[config.mk]
export PLATFORM = sky130hd
export DESIGN_NAME = raster_cmd_top
export DESIGN_NICKNAME = d
export VERILOG_FILES = /design/src/rtl/raster_cmd_pkg.sv /design/src/rtl/lut_stream_if.sv /design/src/rtl/raster_cmd_top.sv /design/src/rtl/fog_lut_store.sv /design/src/rtl/cmd_parser.sv
export SDC_FILE = /design/constraint.sdc
export NUM_CORES = 1
export LEC_CHECK = 0
export BUFFER_PORTS_ARGS = -buffer_cell sky130_fd_sc_hd__buf_2
export CAP_MARGIN = 25
export CORE_MARGIN = 3
export CORE_UTILIZATION = 50
export DETAILED_ROUTE_END_ITERATION = 8
export GPL_TIMING_DRIVEN = 1
export PLACE_DENSITY = 0.79
export SLEW_MARGIN = 40
export SYNTH_ARGS = -nofsm -noshare
export SYNTH_HDL_FRONTEND = slang
export SYNTH_SLANG_ARGS = --single-unit
export TNS_END_PERCENT = 20
[constraint.sdc]
create_clock -name aclk -period 5.4 [get_ports aclk]
set_clock_uncertainty 0.2 [all_clocks]
set_input_delay 1.08 -clock aclk [delete_from_list [all_inputs] [get_ports aclk]]
set_output_delay 1.08 -clock aclk [all_outputs]
set_load 0.1 [all_outputs]
[src/rtl/raster_cmd_pkg.sv]
`default_nettype none

package raster_cmd_pkg;

    // Header opcodes in bits 31:28
    typedef enum logic [3:0] {
        OP_NOP             = 4'd0,
        OP_TRIANGLE_STREAM = 4'd1,
        OP_TEXTURE_STREAM  = 4'd2,
        OP_RENDER_CONFIG   = 4'd3,
        OP_FRAMEBUFFER     = 4'd4,
        OP_FOG_LUT_STREAM  = 4'd5
    } cmd_op_e;

    // Render config register file indices
    typedef enum logic [2:0] {
        CFG_FRAGMENT_PIPELINE = 3'd0,
        CFG_FOG_COLOR         = 3'd1,
        CFG_TEX_ENV           = 3'd2,
        CFG_TEXTURE_CONFIG    = 3'd3,
        CFG_TEX_ENV_COLOR     = 3'd4,
        CFG_CLEAR_COLOR       = 3'd5,
        CFG_CLEAR_DEPTH       = 3'd6
    } cfg_reg_e;

    typedef enum logic [2:0] {
        PS_WAIT_IDLE,
        PS_HEADER,
        PS_TRIANGLE,
        PS_TEXTURE,
        PS_CONFIG,
        PS_FOG,
        PS_FRAMEBUFFER
    } parser_state_e;

    localparam int CFG_REG_COUNT = 7;
    localparam int CMD_WIDTH     = 32;
    localparam int FOG_LUT_DEPTH = 33;

    // Header field positions
    localparam int OP_LSB          = 28;
    localparam int OP_WIDTH        = 4;
    localparam int TRI_BEATS_LSB   = 0;
    localparam int TRI_BEATS_WIDTH = 14;
    localparam int TEX_SIZE_LSB    = 0;
    localparam int TEX_SIZE_WIDTH  = 4;
    localparam int CFG_INDEX_LSB   = 0;
    localparam int CFG_INDEX_WIDTH = 3;

    // Framebuffer command bits
    localparam int FB_COMMIT       = 0;
    localparam int FB_MEMSET       = 1;
    localparam int FB_COLOR_SELECT = 2;
    localparam int FB_DEPTH_SELECT = 3;

endpackage

`default_nettype wire
[src/rtl/lut_stream_if.sv]
`timescale 1ns/10ps
`default_nettype none

// Fog table entry stream, one table entry per beat
interface lut_stream_if;

    logic        valid;
    logic        ready;
    logic        last;
    logic [31:0] data;

    modport source (
        output valid,
        output last,
        output data,
        input  ready
    );

    modport sink (
        input  valid,
        input  last,
        input  data,
        output ready
    );

endinterface

`default_nettype wire

[src/rtl/raster_cmd_top.sv]
`timescale 1ns/10ps
`default_nettype none

module raster_cmd_top import raster_cmd_pkg::*; #(
    parameter int TEXTURE_WIDTH = 16
) (
    input  wire                         aclk,
    input  wire                         resetn,

    input  wire                         cmd_tvalid,
    output logic                        cmd_tready,
    input  wire  [CMD_WIDTH-1:0]        cmd_tdata,

    output logic                        raster_tvalid,
    input  wire                         raster_tready,
    output logic                        raster_tlast,
    output logic [CMD_WIDTH-1:0]        raster_tdata,
    input  wire                         raster_running,
    input  wire                         pixel_in_pipeline,
    output logic                        start_rendering,

    output logic                        tex_tvalid,
    input  wire                         tex_tready,
    output logic                        tex_tlast,
    output logic [TEXTURE_WIDTH-1:0]    tex_tdata,

    output logic                        color_apply,
    input  wire                         color_applied,
    output logic                        color_commit,
    output logic                        color_memset,

    output logic                        depth_apply,
    input  wire                         depth_applied,
    output logic                        depth_commit,
    output logic                        depth_memset,

    output logic [31:0]                 cfg_fragment_pipeline,
    output logic [31:0]                 cfg_fog_color,
    output logic [31:0]                 cfg_tex_env,
    output logic [31:0]                 cfg_texture_config,
    output logic [31:0]                 cfg_tex_env_color,
    output logic [31:0]                 cfg_clear_color,
    output logic [15:0]                 cfg_clear_depth,

    output parser_state_e               parser_state,

    // Fog lookup for the fragment pipeline
    input  wire  [5:0]                  fog_addr,
    output logic [31:0]                 fog_data
);

    lut_stream_if fog_stream ();

    cmd_parser #(
        .TEXTURE_WIDTH (TEXTURE_WIDTH)
    ) u_parser (
        .aclk                  (aclk),
        .resetn                (resetn),
        .cmd_tvalid            (cmd_tvalid),
        .cmd_tready            (cmd_tready),
        .cmd_tdata             (cmd_tdata),
        .fog                   (fog_stream.source),
        .raster_tvalid         (raster_tvalid),
        .raster_tready         (raster_tready),
        .raster_tlast          (raster_tlast),
        .raster_tdata          (raster_tdata),
        .raster_running        (raster_running),
        .pixel_in_pipeline     (pixel_in_pipeline),
        .start_rendering       (start_rendering),
        .tex_tvalid            (tex_tvalid),
        .tex_tready            (tex_tready),
        .tex_tlast             (tex_tlast),
        .tex_tdata             (tex_tdata),
        .color_apply           (color_apply),
        .color_applied         (color_applied),
        .color_commit          (color_commit),
        .color_memset          (color_memset),
        .depth_apply           (depth_apply),
        .depth_applied         (depth_applied),
        .depth_commit          (depth_commit),
        .depth_memset          (depth_memset),
        .cfg_fragment_pipeline (cfg_fragment_pipeline),
        .cfg_fog_color         (cfg_fog_color),
        .cfg_tex_env           (cfg_tex_env),
        .cfg_texture_config    (cfg_texture_config),
        .cfg_tex_env_color     (cfg_tex_env_color),
        .cfg_clear_color       (cfg_clear_color),
        .cfg_clear_depth       (cfg_clear_depth),
        .parser_state          (parser_state)
    );

    fog_lut_store u_fog_lut (
        .aclk     (aclk),
        .resetn   (resetn),
        .fog      (fog_stream.sink),
        .fog_addr (fog_addr),
        .fog_data (fog_data)
    );

endmodule

`default_nettype wire

[src/rtl/fog_lut_store.sv]
`timescale 1ns/10ps
`default_nettype none

module fog_lut_store import raster_cmd_pkg::*; (
    input  wire         aclk,
    input  wire         resetn,

    lut_stream_if.sink  fog,

    input  wire  [5:0]  fog_addr,
    output logic [31:0] fog_data
);

    logic [31:0] lut [FOG_LUT_DEPTH];
    logic [5:0]  wr_addr;
    logic        wr_beat;

    // The table never stalls the stream
    assign fog.ready = 1'b1;
    assign wr_beat   = fog.valid && fog.ready;

    always_ff @(posedge aclk)
    begin
        if (!resetn)
        begin
            wr_addr <= '0;
        end
        else if (wr_beat)
        begin
            // Next table load starts over at entry 0
            if (fog.last)
                wr_addr <= '0;
            else
                wr_addr <= wr_addr + 6'd1;
        end
    end

    always_ff @(posedge aclk)
    begin
        if (wr_beat && int'(wr_addr) < FOG_LUT_DEPTH)
            lut[wr_addr] <= fog.data;
    end

    // Combinational lookup for the fragment pipeline
    always_comb
    begin
        if (int'(fog_addr) < FOG_LUT_DEPTH)
            fog_data = lut[fog_addr];
        else
            fog_data = '0;
    end

endmodule

`default_nettype wire

[src/rtl/cmd_parser.sv]
`timescale 1ns/10ps
`default_nettype none

module cmd_parser import raster_cmd_pkg::*; #(
    parameter int TEXTURE_WIDTH = 16
) (
    input  wire                         aclk,
    input  wire                         resetn,

    input  wire                         cmd_tvalid,
    output logic                        cmd_tready,
    input  wire  [CMD_WIDTH-1:0]        cmd_tdata,

    lut_stream_if.source                fog,

    output logic                        raster_tvalid,
    input  wire                         raster_tready,
    output logic                        raster_tlast,
    output logic [CMD_WIDTH-1:0]        raster_tdata,
    input  wire                         raster_running,
    input  wire                         pixel_in_pipeline,
    output logic                        start_rendering,

    output logic                        tex_tvalid,
    input  wire                         tex_tready,
    output logic                        tex_tlast,
    output logic [TEXTURE_WIDTH-1:0]    tex_tdata,

    output logic                        color_apply,
    input  wire                         color_applied,
    output logic                        color_commit,
    output logic                        color_memset,

    output logic                        depth_apply,
    input  wire                         depth_applied,
    output logic                        depth_commit,
    output logic                        depth_memset,

    output logic [31:0]                 cfg_fragment_pipeline,
    output logic [31:0]                 cfg_fog_color,
    output logic [31:0]                 cfg_tex_env,
    output logic [31:0]                 cfg_texture_config,
    output logic [31:0]                 cfg_tex_env_color,
    output logic [31:0]                 cfg_clear_color,
    output logic [15:0]                 cfg_clear_depth,

    output parser_state_e               parser_state
);

    typedef enum logic {
        AT_IDLE,
        AT_WAIT_END
    } apply_state_e;

    cmd_op_e                    hdr_op;
    logic [TRI_BEATS_WIDTH-1:0] tri_beats;
    logic [TEX_SIZE_WIDTH-1:0]  tex_size;
    logic [15:0]                beat_count;
    cfg_reg_e                   cfg_index;
    logic [31:0]                cfg_regs [CFG_REG_COUNT];
    logic                       payload_accept;
    logic                       last_beat;
    logic                       raster_load;
    logic                       tex_load;
    logic                       fog_load;
    logic                       fb_header;
    logic                       idle_ok;
    logic                       both_applied;
    logic                       apply_pending;
    apply_state_e               apply_state;

    assign hdr_op    = cmd_op_e'(cmd_tdata[OP_LSB +: OP_WIDTH]);
    assign tri_beats = cmd_tdata[TRI_BEATS_LSB +: TRI_BEATS_WIDTH];
    assign tex_size  = cmd_tdata[TEX_SIZE_LSB +: TEX_SIZE_WIDTH];

    assign payload_accept = cmd_tvalid && cmd_tready;
    assign last_beat      = (beat_count == 16'd1);
    assign raster_load    = payload_accept && (parser_state == PS_TRIANGLE);
    assign tex_load       = payload_accept && (parser_state == PS_TEXTURE);
    assign fog_load       = payload_accept && (parser_state == PS_FOG);
    assign fb_header      = cmd_tvalid && (parser_state == PS_HEADER)
                            && (hdr_op == OP_FRAMEBUFFER);
    assign both_applied   = color_applied && depth_applied;

    // Downstream quiet and all output registers drained
    assign idle_ok = raster_tready && !raster_running && !pixel_in_pipeline
                     && !apply_pending && both_applied && !start_rendering
                     && !raster_tvalid && !tex_tvalid && !fog.valid;

    // A payload beat is taken when the target register can move on
    always_comb
    begin
        case (parser_state)
            PS_HEADER:   cmd_tready = 1'b1;
            PS_CONFIG:   cmd_tready = 1'b1;
            PS_TRIANGLE: cmd_tready = !raster_tvalid || raster_tready;
            PS_TEXTURE:  cmd_tready = !tex_tvalid || tex_tready;
            PS_FOG:      cmd_tready = !fog.valid || fog.ready;
            default:     cmd_tready = 1'b0;
        endcase
    end

    always_ff @(posedge aclk)
    begin
        if (!resetn)
        begin
            parser_state <= PS_WAIT_IDLE;
            beat_count   <= '0;
            cfg_index    <= CFG_FRAGMENT_PIPELINE;
        end
        else
        begin
            case (parser_state)
                PS_WAIT_IDLE:
                begin
                    if (idle_ok)
                        parser_state <= PS_HEADER;
                end
                PS_HEADER:
                begin
                    if (cmd_tvalid)
                    begin
                        case (hdr_op)
                            OP_TRIANGLE_STREAM:
                            begin
                                beat_count   <= {2'b00, tri_beats};
                                parser_state <= (tri_beats != '0) ? PS_TRIANGLE : PS_WAIT_IDLE;
                            end
                            OP_TEXTURE_STREAM:
                            begin
                                // Size 0 carries no payload at all
                                beat_count   <= 16'd1 << tex_size;
                                parser_state <= (tex_size != '0) ? PS_TEXTURE : PS_WAIT_IDLE;
                            end
                            OP_RENDER_CONFIG:
                            begin
                                cfg_index    <= cfg_reg_e'(cmd_tdata[CFG_INDEX_LSB +: CFG_INDEX_WIDTH]);
                                parser_state <= PS_CONFIG;
                            end
                            OP_FOG_LUT_STREAM:
                            begin
                                beat_count   <= 16'(FOG_LUT_DEPTH);
                                parser_state <= PS_FOG;
                            end
                            default:
                                parser_state <= PS_WAIT_IDLE;
                        endcase
                    end
                end
                PS_TRIANGLE, PS_TEXTURE, PS_FOG:
                begin
                    if (payload_accept)
                    begin
                        beat_count <= beat_count - 16'd1;
                        if (last_beat)
                            parser_state <= PS_WAIT_IDLE;
                    end
                end
                PS_CONFIG:
                begin
                    if (cmd_tvalid)
                        parser_state <= PS_WAIT_IDLE;
                end
                default:
                    parser_state <= PS_WAIT_IDLE;
            endcase
        end
    end

    // Rasterizer output register
    always_ff @(posedge aclk)
    begin
        if (!resetn)
        begin
            raster_tvalid <= 1'b0;
            raster_tlast  <= 1'b0;
        end
        else if (raster_load)
        begin
            raster_tvalid <= 1'b1;
            raster_tlast  <= last_beat;
            raster_tdata  <= cmd_tdata;
        end
        else if (raster_tready)
        begin
            raster_tvalid <= 1'b0;
            raster_tlast  <= 1'b0;
        end
    end

    // Texture output register, low bits of each word
    always_ff @(posedge aclk)
    begin
        if (!resetn)
        begin
            tex_tvalid <= 1'b0;
            tex_tlast  <= 1'b0;
        end
        else if (tex_load)
        begin
            tex_tvalid <= 1'b1;
            tex_tlast  <= last_beat;
            tex_tdata  <= cmd_tdata[TEXTURE_WIDTH-1:0];
        end
        else if (tex_tready)
        begin
            tex_tvalid <= 1'b0;
            tex_tlast  <= 1'b0;
        end
    end

    // Fog table output register
    always_ff @(posedge aclk)
    begin
        if (!resetn)
        begin
            fog.valid <= 1'b0;
            fog.last  <= 1'b0;
        end
        else if (fog_load)
        begin
            fog.valid <= 1'b1;
            fog.last  <= last_beat;
            fog.data  <= cmd_tdata;
        end
        else if (fog.ready)
        begin
            fog.valid <= 1'b0;
            fog.last  <= 1'b0;
        end
    end

    // Held until the rasterizer reports it has started
    always_ff @(posedge aclk)
    begin
        if (!resetn)
            start_rendering <= 1'b0;
        else if (raster_load && last_beat)
            start_rendering <= 1'b1;
        else if (raster_running)
            start_rendering <= 1'b0;
    end

    always_ff @(posedge aclk)
    begin
        if (!resetn)
        begin
            for (int i = 0; i < CFG_REG_COUNT; i++)
                cfg_regs[i] <= '0;
        end
        else if (parser_state == PS_CONFIG && cmd_tvalid && int'(cfg_index) < CFG_REG_COUNT)
        begin
            cfg_regs[cfg_index] <= cmd_tdata;
        end
    end

    assign cfg_fragment_pipeline = cfg_regs[CFG_FRAGMENT_PIPELINE];
    assign cfg_fog_color         = cfg_regs[CFG_FOG_COLOR];
    assign cfg_tex_env           = cfg_regs[CFG_TEX_ENV];
    assign cfg_texture_config    = cfg_regs[CFG_TEXTURE_CONFIG];
    assign cfg_tex_env_color     = cfg_regs[CFG_TEX_ENV_COLOR];
    assign cfg_clear_color       = cfg_regs[CFG_CLEAR_COLOR];
    assign cfg_clear_depth       = cfg_regs[CFG_CLEAR_DEPTH][15:0];

    // Buffer apply handshake
    always_ff @(posedge aclk)
    begin
        if (!resetn)
        begin
            color_apply   <= 1'b0;
            color_commit  <= 1'b0;
            color_memset  <= 1'b0;
            depth_apply   <= 1'b0;
            depth_commit  <= 1'b0;
            depth_memset  <= 1'b0;
            apply_pending <= 1'b0;
            apply_state   <= AT_IDLE;
        end
        else if (fb_header)
        begin
            color_commit  <= cmd_tdata[FB_COMMIT];
            color_memset  <= cmd_tdata[FB_MEMSET];
            depth_commit  <= cmd_tdata[FB_COMMIT];
            depth_memset  <= cmd_tdata[FB_MEMSET];
            color_apply   <= cmd_tdata[FB_COLOR_SELECT];
            depth_apply   <= cmd_tdata[FB_DEPTH_SELECT];
            // Nothing selected means nothing to wait for
            apply_pending <= cmd_tdata[FB_COLOR_SELECT] | cmd_tdata[FB_DEPTH_SELECT];
        end
        else
        begin
            if (!color_applied)
                color_apply <= 1'b0;
            if (!depth_applied)
                depth_apply <= 1'b0;
            case (apply_state)
                AT_IDLE:
                begin
                    if (apply_pending && !both_applied)
                        apply_state <= AT_WAIT_END;
                end
                AT_WAIT_END:
                begin
                    if (both_applied)
                    begin
                        apply_pending <= 1'b0;
                        apply_state   <= AT_IDLE;
                    end
                end
                default:
                    apply_state <= AT_IDLE;
            endcase
        end
    end

endmodule

`default_nettype wire

# Yosys cells after proc, flatten, opt, wreduce, memory -nomap -nowiden
# Memory sizes are Yosys's and may differ from the RTL's.
# Index checks and enable logic that the tools add are counted.
word_totals:
  reg_bits: 121
  ram_bits: 1280
  inputBits: 47
  output_inout_bits: 303
  word_cells: 142
  memories: 2
memory_table:
  columns: ["memory", "depth", "word_bits", "read_ports", "rd_clocked_by_memory_dff", "wr", "line_no", "text"]
  rows:
  - ["u_fog_lut.lut", 33, 32, 1, 0, 1, "fog_lut_store.sv:14", "logic [31:0] lut [FOG_LUT_DEPTH];"]
  - ["u_parser.cfg_regs", 7, 32, 7, 0, 7, "cmd_parser.sv:60", "logic [31:0] cfg_regs [CFG_REG_COUNT];"]
op_classes:
  add_sub_neg: 2
  order_cmp: 3
  n_eq_ne: 19
  shift: 1
  muxes: 44
  n_bitwise: 2
  reduce_logical: 49
ops:
  columns: ["op", "count"]
  rows:
  - ["2-to-1 mux 32 bit", 2]
  - ["case mux 16 bit (3 select lines)", 1]
  - ["2-to-1 mux 16 bit", 2]
  - ["case mux 16 bit (2 select lines)", 1]
  - ["OR reduction 32 bit", 1]
  - ["2-to-1 mux 1 bit", 25]
  - ["case mux 3 bit (4 select lines)", 2]
  - ["logical AND 1 bit", 20]
  - ["2-to-1 mux 3 bit", 6]
  - ["== test 16 x 1 -> 1 bit (second input constant)", 1]
  - ["left shift 1 x 4 -> 16 bit (first input constant)", 1]
  - ["subtractor 16 x 1 -> 16 bit (second input constant)", 1]
  - ["nonzero test 14 bit", 1]
  - ["< comparator 6 bit (second input constant)", 2]
  - ["nonzero test 2 bit", 6]
  - ["inequality test 2 x 1 -> 1 bit (second input constant)", 5]
  - ["== test 4 x 2 -> 1 bit (second input constant)", 2]
  - ["== test 4 x 3 -> 1 bit (second input constant)", 2]
  - ["zero test 1 bit", 8]
  - ["AND reduction 2 bit", 4]
  - ["adder 6 x 1 -> 6 bit (second input constant)", 1]
  - ["== test 3 x 2 -> 1 bit (second input constant)", 2]
  - ["== test 3 bit (second input constant)", 2]
  - ["2-to-1 mux 6 bit", 1]
  - ["other kinds (17)", 21]

# Depth between registers and ports, before layout
# Gate-level depths: netlist (run 1).
depth:
  ltp_word: 11
  ltp_mapped: 9
  mapped_depth_nobuf: 7

# Cells and area by module
# Synthesis (run 1) repeated with hierarchy kept, for this count alone.
unflattened:
  hier_cells: 2839
  area_unflattened_um2: 53501.3
by_module_without_submodules:
  columns: ["mod", "instances", "cells_each", "area_each_um2", "seq_area_each_um2"]
  rows:
  - ["fog_lut_store", 1, 1932, 41133.2, 31830.5]
  - ["cmd_parser", 1, 907, 12368.1, 9188.8]

# Worst setup path after synthesis (run 1)
# Ideal clock, no wire load.
synth_path:
  path_type: "input port to output port"
  from: "in fog_addr[0]"
  to: "out fog_data[0]"
  t_arrival_ns: 4.043
  required_ns: 4.120
  setup_slack_ns: 0.077
  stages: 7
  n_path_buf: 4
  cell_sequence: "buf_2 buf_4 buf_4 nor4_2 clkbuf_1 nand2_1 a31oi_1"
synth_via:
  elab_chain_cells: 2
  elab_cells_between_ends: 3
  cone_classes: "order compare (1); mux (1); memory (1)"
synth_lines:
  columns: ["element", "line_no", "text"]
  rows:
  - ["start, declared", "raster_cmd_top.sv:48", "input wire [5:0] fog_addr,"]
  - ["memory (33 x 32 bit) / < comparator 6 bit (equally long branches)", null, null]
  - ["2-to-1 mux 32 bit (*)", "fog_lut_store.sv:47", "if (int'(fog_addr) < FOG_LUT_DEPTH)"]
  - ["end, declared", "raster_cmd_top.sv:49", "output logic [31:0] fog_data"]
# Every way passes the cells marked *; elsewhere a longest branch is shown, timed or not.

# Worst setup path after layout (run 1)
layout_path:
  from: "in fog_addr[2]"
  to: "out fog_data[31]"
# The elaborated chain is that of the path after synthesis.

==> results of run 1 <==
-- layout by cell type (no fill, tap or decap), types with 6 or more instances in the layout --
| master | Yosys | final |
|---|---|---|
| a2111oi_0 | 8 | 6 |
| a211oi_1 | 16 | 16 |
| a21oi_1 | 41 | 41 |
| a221oi_1 | 27 | 27 |
| a22oi_1 | 32 | 32 |
| a31oi_1 | 38 | 37 |
| and2_1 | 209 | 208 |
| buf_12 | 0 | 47 |
| buf_2 | 47 | 315 |
| buf_4 | 10 | 108 |
| buf_6 | 1 | 35 |
| buf_8 | 0 | 8 |
| bufinv_16 | 0 | 7 |
| clkbuf_1 | 110 | 38 |
| clkbuf_16 | 0 | 138 |
| clkinv_1 | 1 | 26 |
| clkinv_2 | 0 | 11 |
| dfxtp_1 | 57 | 57 |
| edfxtp_1 | 1328 | 1328 |
| inv_1 | 13 | 13 |
| mux2_2 | 44 | 44 |
| mux2i_1 | 187 | 187 |
| mux4_2 | 164 | 164 |
| nand2_1 | 74 | 73 |
| nand2b_1 | 13 | 11 |
| nand3_1 | 19 | 19 |
| nand3b_1 | 7 | 7 |
| nand4_1 | 11 | 11 |
| nor2_1 | 98 | 68 |
| nor2_4 | 0 | 30 |
| nor2b_1 | 9 | 7 |
| nor3_1 | 26 | 23 |
| nor4_1 | 12 | 11 |
| o21ai_0 | 26 | 23 |
| o221ai_1 | 23 | 23 |
| o22ai_1 | 49 | 49 |
| o31ai_1 | 35 | 35 |
| or3_1 | 14 | 13 |
-- final timing paths --
check / start / to / slack (ps) / depth (start not counted)
max reg2reg: u_parser.parser_state[2]$_SDFFE_PN0P_ / u_parser.cfg_regs[1][7]$_SDFFCE_PN0P_ / 2040 / 6
min reg2reg: u_parser.depth_apply$_SDFFE_PN0P_ / u_parser.depth_apply$_SDFFE_PN0P_ / 280 / 2
min: u_parser.depth_apply$_SDFFE_PN0P_ / u_parser.depth_apply$_SDFFE_PN0P_ / 280 / 2
max: fog_addr[2] / fog_data[31] / 410 / 9
-- final cells by class --
cell class	instances	area [um2]	area share
multi-input combinational	1249	11600	0.185
tap	1380	1730	0.0275
clock inverter	61	672	0.0107
clock buffer	179	3640	0.0580
timing repair buffer	518	3980	0.0635
sequential	1385	41000	0.654
inverter	15	56.3	0.000898
-- report_power, final --
part | internal [mW] | switching [mW]
Sequential | 11.7 | 0.0280
Combinational | 0.452 | 1.18
Clock | 5.14 | 4.03
Total | 17.3 | 5.24
-- registers in the layout, summed over array words and instances (netlist names) --
signal,count
u_parser.color_commit,1
u_parser.depth_apply,1
u_parser.fog.valid,1
u_parser.cfg_regs,208
u_parser.cfg_index,3
u_fog_lut.wr_addr,6
u_parser.apply_pending,1
u_parser.apply_state,1
u_parser.beat_count,16
u_parser.parser_state,3
u_parser.color_memset,1
u_parser.tex_tdata,16
u_parser.raster_tdata,32
u_parser.color_apply,1
u_parser.fog.data,32
u_fog_lut.lut,1056
u_parser.raster_tlast,1
u_parser.fog.last,1
u_parser.start_rendering,1
u_parser.raster_tvalid,1
u_parser.tex_tvalid,1
u_parser.tex_tlast,1
-- kinds of logic after synthesis --
family                   count (synthesis)  share of synthesized area
AO/OA/AOI/OAI                          322                     0.0422
XOR/XNOR                                 4                   0.000659
adder cells (fa/ha/maj)                  4                   0.000942
buffers and inverters                  192                     0.0155
flip-flops                            1385                      0.772
multiplexers                           395                      0.114
AND/OR/NAND/NOR                        524                     0.0546
-- stage by stage --
stage	setup slack (ps)	hold slack, ps	cells	area (um2)	total power, mW
global route	320	310	4787	62700	23.1
floorplan	76.8	261	2826	53100	13.0
global placement	443	252	4500	57800	13.5
finish	406	284	4787	62700	22.5
CTS	449	277	4786	62700	22.6
detailed placement	475	265	4546	58400	13.5
-- critical path, cell delays in order --
cell	delay, ps
buf_6	290
nor2_1	130
nand2_2	600
buf_4	370
o221ai_1	180
a221oi_1	550
a31oi_1	100
buf_4	190
buf_12	160
-- layer usage --
metal  GRT usage  vias up
li1            -    12297
met1       0.333    15373
met2       0.418     2113
met3      0.0514      353
met4       0.113        2
met5           0        -
==> flow_metrics.tcl, run 1 <==
set metrics [dict create \
    route.top_layer_used "met5" \
    grt-ovfl-total 0 \
    hold_buffers 0 \
    insertedDiodeCount 0 \
    syn-cell-area_um2 53100 \
    fp.dieArea_um2 110000 \
    ys_types 67 \
    clk_path_buf_depth 3 \
    drt_iter0_markers 4031 \
    worstSetupStartpointType "input pin" \
    rows 118 \
    grt_pass1_wl_um 206000 \
    globalplace.congestion 0.818 \
    met2_wirelength_um 70100 \
    cp.arrival_ps 3710 \
    worstHoldPathType "register to register" \
    fin_crit_ps 4990 \
    dpl.hpwl_um 83800 \
    m1WireLength_um 50000 \
    wl_met3_um 14700 \
    cts_resized 0 \
    post_cts_buffers 0 \
    synth_nets 2877 \
    setup_viol 0 \
    synth-edff-count 1328 \
    worst_pin_slew_ps 805 \
    port_buffers 349 \
    numCtsBuffers 137 \
    drive_gt1_frac 0.284 \
    antenna_found_initial 3 \
    start_util 0.508 \
    leakagePower_nw 21.4 \
    synth_top_cells_by_count "edfxtp_1, and2_1, mux2i_1" \
    required_ps 4120 \
    routedWlPerCell_um 29.5 \
    grt_usage 0.255 \
    area_growth_pct 18.0 \
    hold_violations 0 \
    vias_per_cell 6.30 \
    fp.coreArea_um2 105000 \
    yosysTopAreaCell "edfxtp_1" \
    fillCellCount 7233 \
    grt_max_degree 50 \
    yosysSeqAreaShare 0.772 \
    synth_most_common_cell "edfxtp_1" \
    async_flop_share 0 \
    tritoncts "yes" \
    detail-route-antenna-nets 0 \
    period_share 0.925 \
    syn-mean-instance-area_um2 18.8 \
    synth_seq_cells 1385 \
    rsz0062_at_grt "false" \
    ir_drop_v 0.000346 \
    fin_tns_setup_ps 0 \
    cts_num_sinks 1385 \
    chipWidth_um 332 \
    slew-limit-headroom 0.462 \
    ys_warn_count 0 \
    cp-end-kind "output pin" \
    vias 30138 \
    totalWireLength_um 141000 \
    h-tree-depth 4 \
    path_class "input pin to output pin" \
    fmax_mhz 200 \
    io_pins 350 \
    synth_area_leaders "edfxtp_1, mux4_2, mux2i_1" \
    first_pass_iters 6 \
    clkLatencyLatePin_ps 760 \
    cts-root-buf "clkbuf_16" \
    synthFlopType "edfxtp_1" \
    clk_pin_slew_ps 60 \
    synth_top_area_share 0.751 \
    grt_pass1_vias 30463 \
    drcViolationCount 0 \
    syn-instance-count 2826 \
    layout.nets 3357 \
    die_h_um 332 \
    power_density_nw_per_um2 359 \
    drv_slew 0 \
    worstPathMaxFanout 24 \
    max_cap_viol_count 0 \
    status "complete, no violations" \
    fin_util 0.600 \
]
(Power assumes the default switching activity.)
==> run 2, diff against run 1 <==
==> constraint.sdc (replaced) <==
create_clock -name aclk -period 5.4 [get_ports aclk]
set_clock_uncertainty 0.2 [all_clocks]
set_input_delay 0.54 -clock aclk [delete_from_list [all_inputs] [get_ports aclk]]
set_output_delay 0.54 -clock aclk [all_outputs]
set_load 0.1 [all_outputs]
==> run 2 against run 1 <==
Global-route usage about the same; power up 0.62%; critical endpoint is now fog_data[12]; critical path type unchanged; sequential share of layout area up 0.32 points; die area unchanged; routed wire length about the same; combinational power down 6%.
==> flow_metrics.tcl, run 2 (synthesis gave the netlist of run 1 again) <==
set metrics [dict create \
    worstHoldPathType "input pin to register" \
    power_density_nw_per_um2 363 \
    reg2reg_from "u_parser.parser_state[2]$_SDFFE_PN0P_" \
    rows 118 \
    clkPwrFrac 0.416 \
    rsz0062_at_grt "false" \
    ir_drop_v 0.000309 \
    required_ps 4660 \
    numCtsBuffers 139 \
    cts_num_sinks 1385 \
    leakagePower_nw 21.4 \
    vias 29969 \
    status "complete, no violations" \
    cp-end-kind "output pin" \
    clk_path_buf_depth 3 \
    multi_input_area_um2 11700 \
    swShare 0.237 \
    slew-limit-headroom 0.461 \
    worst_pin_slew_ps 806 \
    port_buffers 349 \
    grt_usage 0.254 \
    grt_pass1_wl_um 206000 \
    max_stage_delay_ps 560 \
    slowest_stage "mux4_2" \
    dpl.hpwl_um 83700 \
    cp.arrival_ps 3650 \
    grt-ovfl-total 0 \
    path_class "input pin to output pin" \
    period_share 0.814 \
    grt_pass1_vias 30106 \
    routedWlPerCell_um 29.4 \
    fin_tns_setup_ps 0 \
    drv_slew 0 \
    clkLatencyLatePin_ps 760 \
    totalWireLength_um 141000 \
    area_growth_pct 17.5 \
    globalplace.congestion 0.825 \
    drt_iter0_markers 4369 \
    pwr-share-seq 0.517 \
    fin_area_um2 62400 \
    h-tree-depth 4 \
    timing.critical_path.mode_cell "buf_4" \
    max_cap_viol_count 0 \
    first_pass_iters 6 \
    cts-root-buf "clkbuf_16" \
    drive_gt1_frac 0.281 \
    fp.dieArea_um2 110000 \
    setup_viol 0 \
    detail-route-antenna-nets 0 \
    placed_area_um2 57600 \
    drcViolationCount 0 \
    intPower_mw 17.3 \
    mostFrequentLayoutCells "edfxtp_1, buf_2, and2_1" \
    hold_violations 0 \
    p_comb_frac 0.068 \
    power.switching_mw 5.37 \
    crit_chain "buf_8 > buf_16 > buf_4 > mux4_2 > mux2_2 > a2111oi_0 > buf_4 > a31oi_1 > buf_2" \
    crit_path_start "fog_addr[0]" \
    regMostFlops "u_fog_lut.lut" \
    fmax_mhz 228 \
    hold_path.startpoint "cmd_tdata[22]" \
    register_area_um2 41000 \
    clk_pin_slew_ps 60 \
    io_pins 350 \
    grt_max_degree 71 \
    die_h_um 332 \
    tritoncts "yes" \
    top_regs "u_fog_lut.lut x1056, u_parser.cfg_regs x208" \
    start_util 0.508 \
    worstSetupStartpointType "input pin" \
    antenna_found_initial 5 \
    vias_per_cell 6.25 \
    largest_reg_flops 1056 \
    chipWidth_um 332 \
    path_buf_inv 5 \
    fin_crit_ps 4390 \
    fp.coreArea_um2 105000 \
    final_common_cell "edfxtp_1" \
    fillCellCount 7149 \
    cpLargestDelayFamily "buffers and inverters" \
    layout.nets 3355 \
    worstPathMaxFanout 50 \
]
run 2: cell count changes in the layout (fill, tap and decap cells not counted), sizes merged:
cell,before,now
clkinv,49,65
inv,19,22
clkbuf,179,173
diode,0,1
buf,518,490
dlygate4sd3,0,23
run 2: power groups by stage:
stage          Clock [mW]  Combinational, mW  Sequential, mW
3_3_place_gp            0               1.49            11.9
3_5_place_dp            0               1.50            11.9
6_report             9.41               1.53            11.7
2_1_floorplan           0              0.714            12.3
5_1_grt              9.95               1.58            11.7
4_1_cts              9.50               1.53            11.7
run 2: area by class of cell:
cell class                 instances  area share
tap                             1380      0.0277
sequential                      1385       0.657
multi-input combinational       1249       0.187
antenna                            1   0.0000401
clock buffer                     172      0.0584
clock inverter                    80      0.0138
inverter                          15    0.000902
timing repair buffer             514      0.0554
run 2: worst paths after layout:
path         slack [ps]  cells past startpoint                                endpoint
max                1010                      9                            fog_data[12]
min                  50                      1         u_parser.fog.data[22]$_DFFE_PP_
max reg2reg        1980                      6  u_parser.cfg_regs[1][23]$_SDFFCE_PN0P_
min reg2reg         280                      2       u_parser.color_apply$_SDFFE_PN0P_
run 2: timing repair:
item	CTS	global route
hold buffers	23	0
hold endpoints to repair	43	0
setup buffers	0	0
resized for setup	0	0
endpoints found under the setup margin	0	0
run 2: per-stage QoR:
stage	total power, mW	cells	hold slack, ps	utilization	setup WS [ps]
3_5_place_dp	13.4	4516	267	0.551	1010
5_1_grt	23.2	4795	8.66	0.597	859
3_3_place_gp	13.4	4474	252	0.545	935
2_1_floorplan	13.0	2826	261	-	539
6_report	22.6	4796	45.6	0.597	1010
4_1_cts	22.7	4791	0.322	0.596	871
run 2: routing by layer:
layer | global-route usage | routed length [um] | vias to the layer above
met5 | 0 | 0 | -
met4 | 0.103 | 5740 | 0
met3 | 0.0529 | 14400 | 334
met2 | 0.418 | 70100 | 2011
met1 | 0.335 | 50800 | 15325
li1 | - | - | 12299
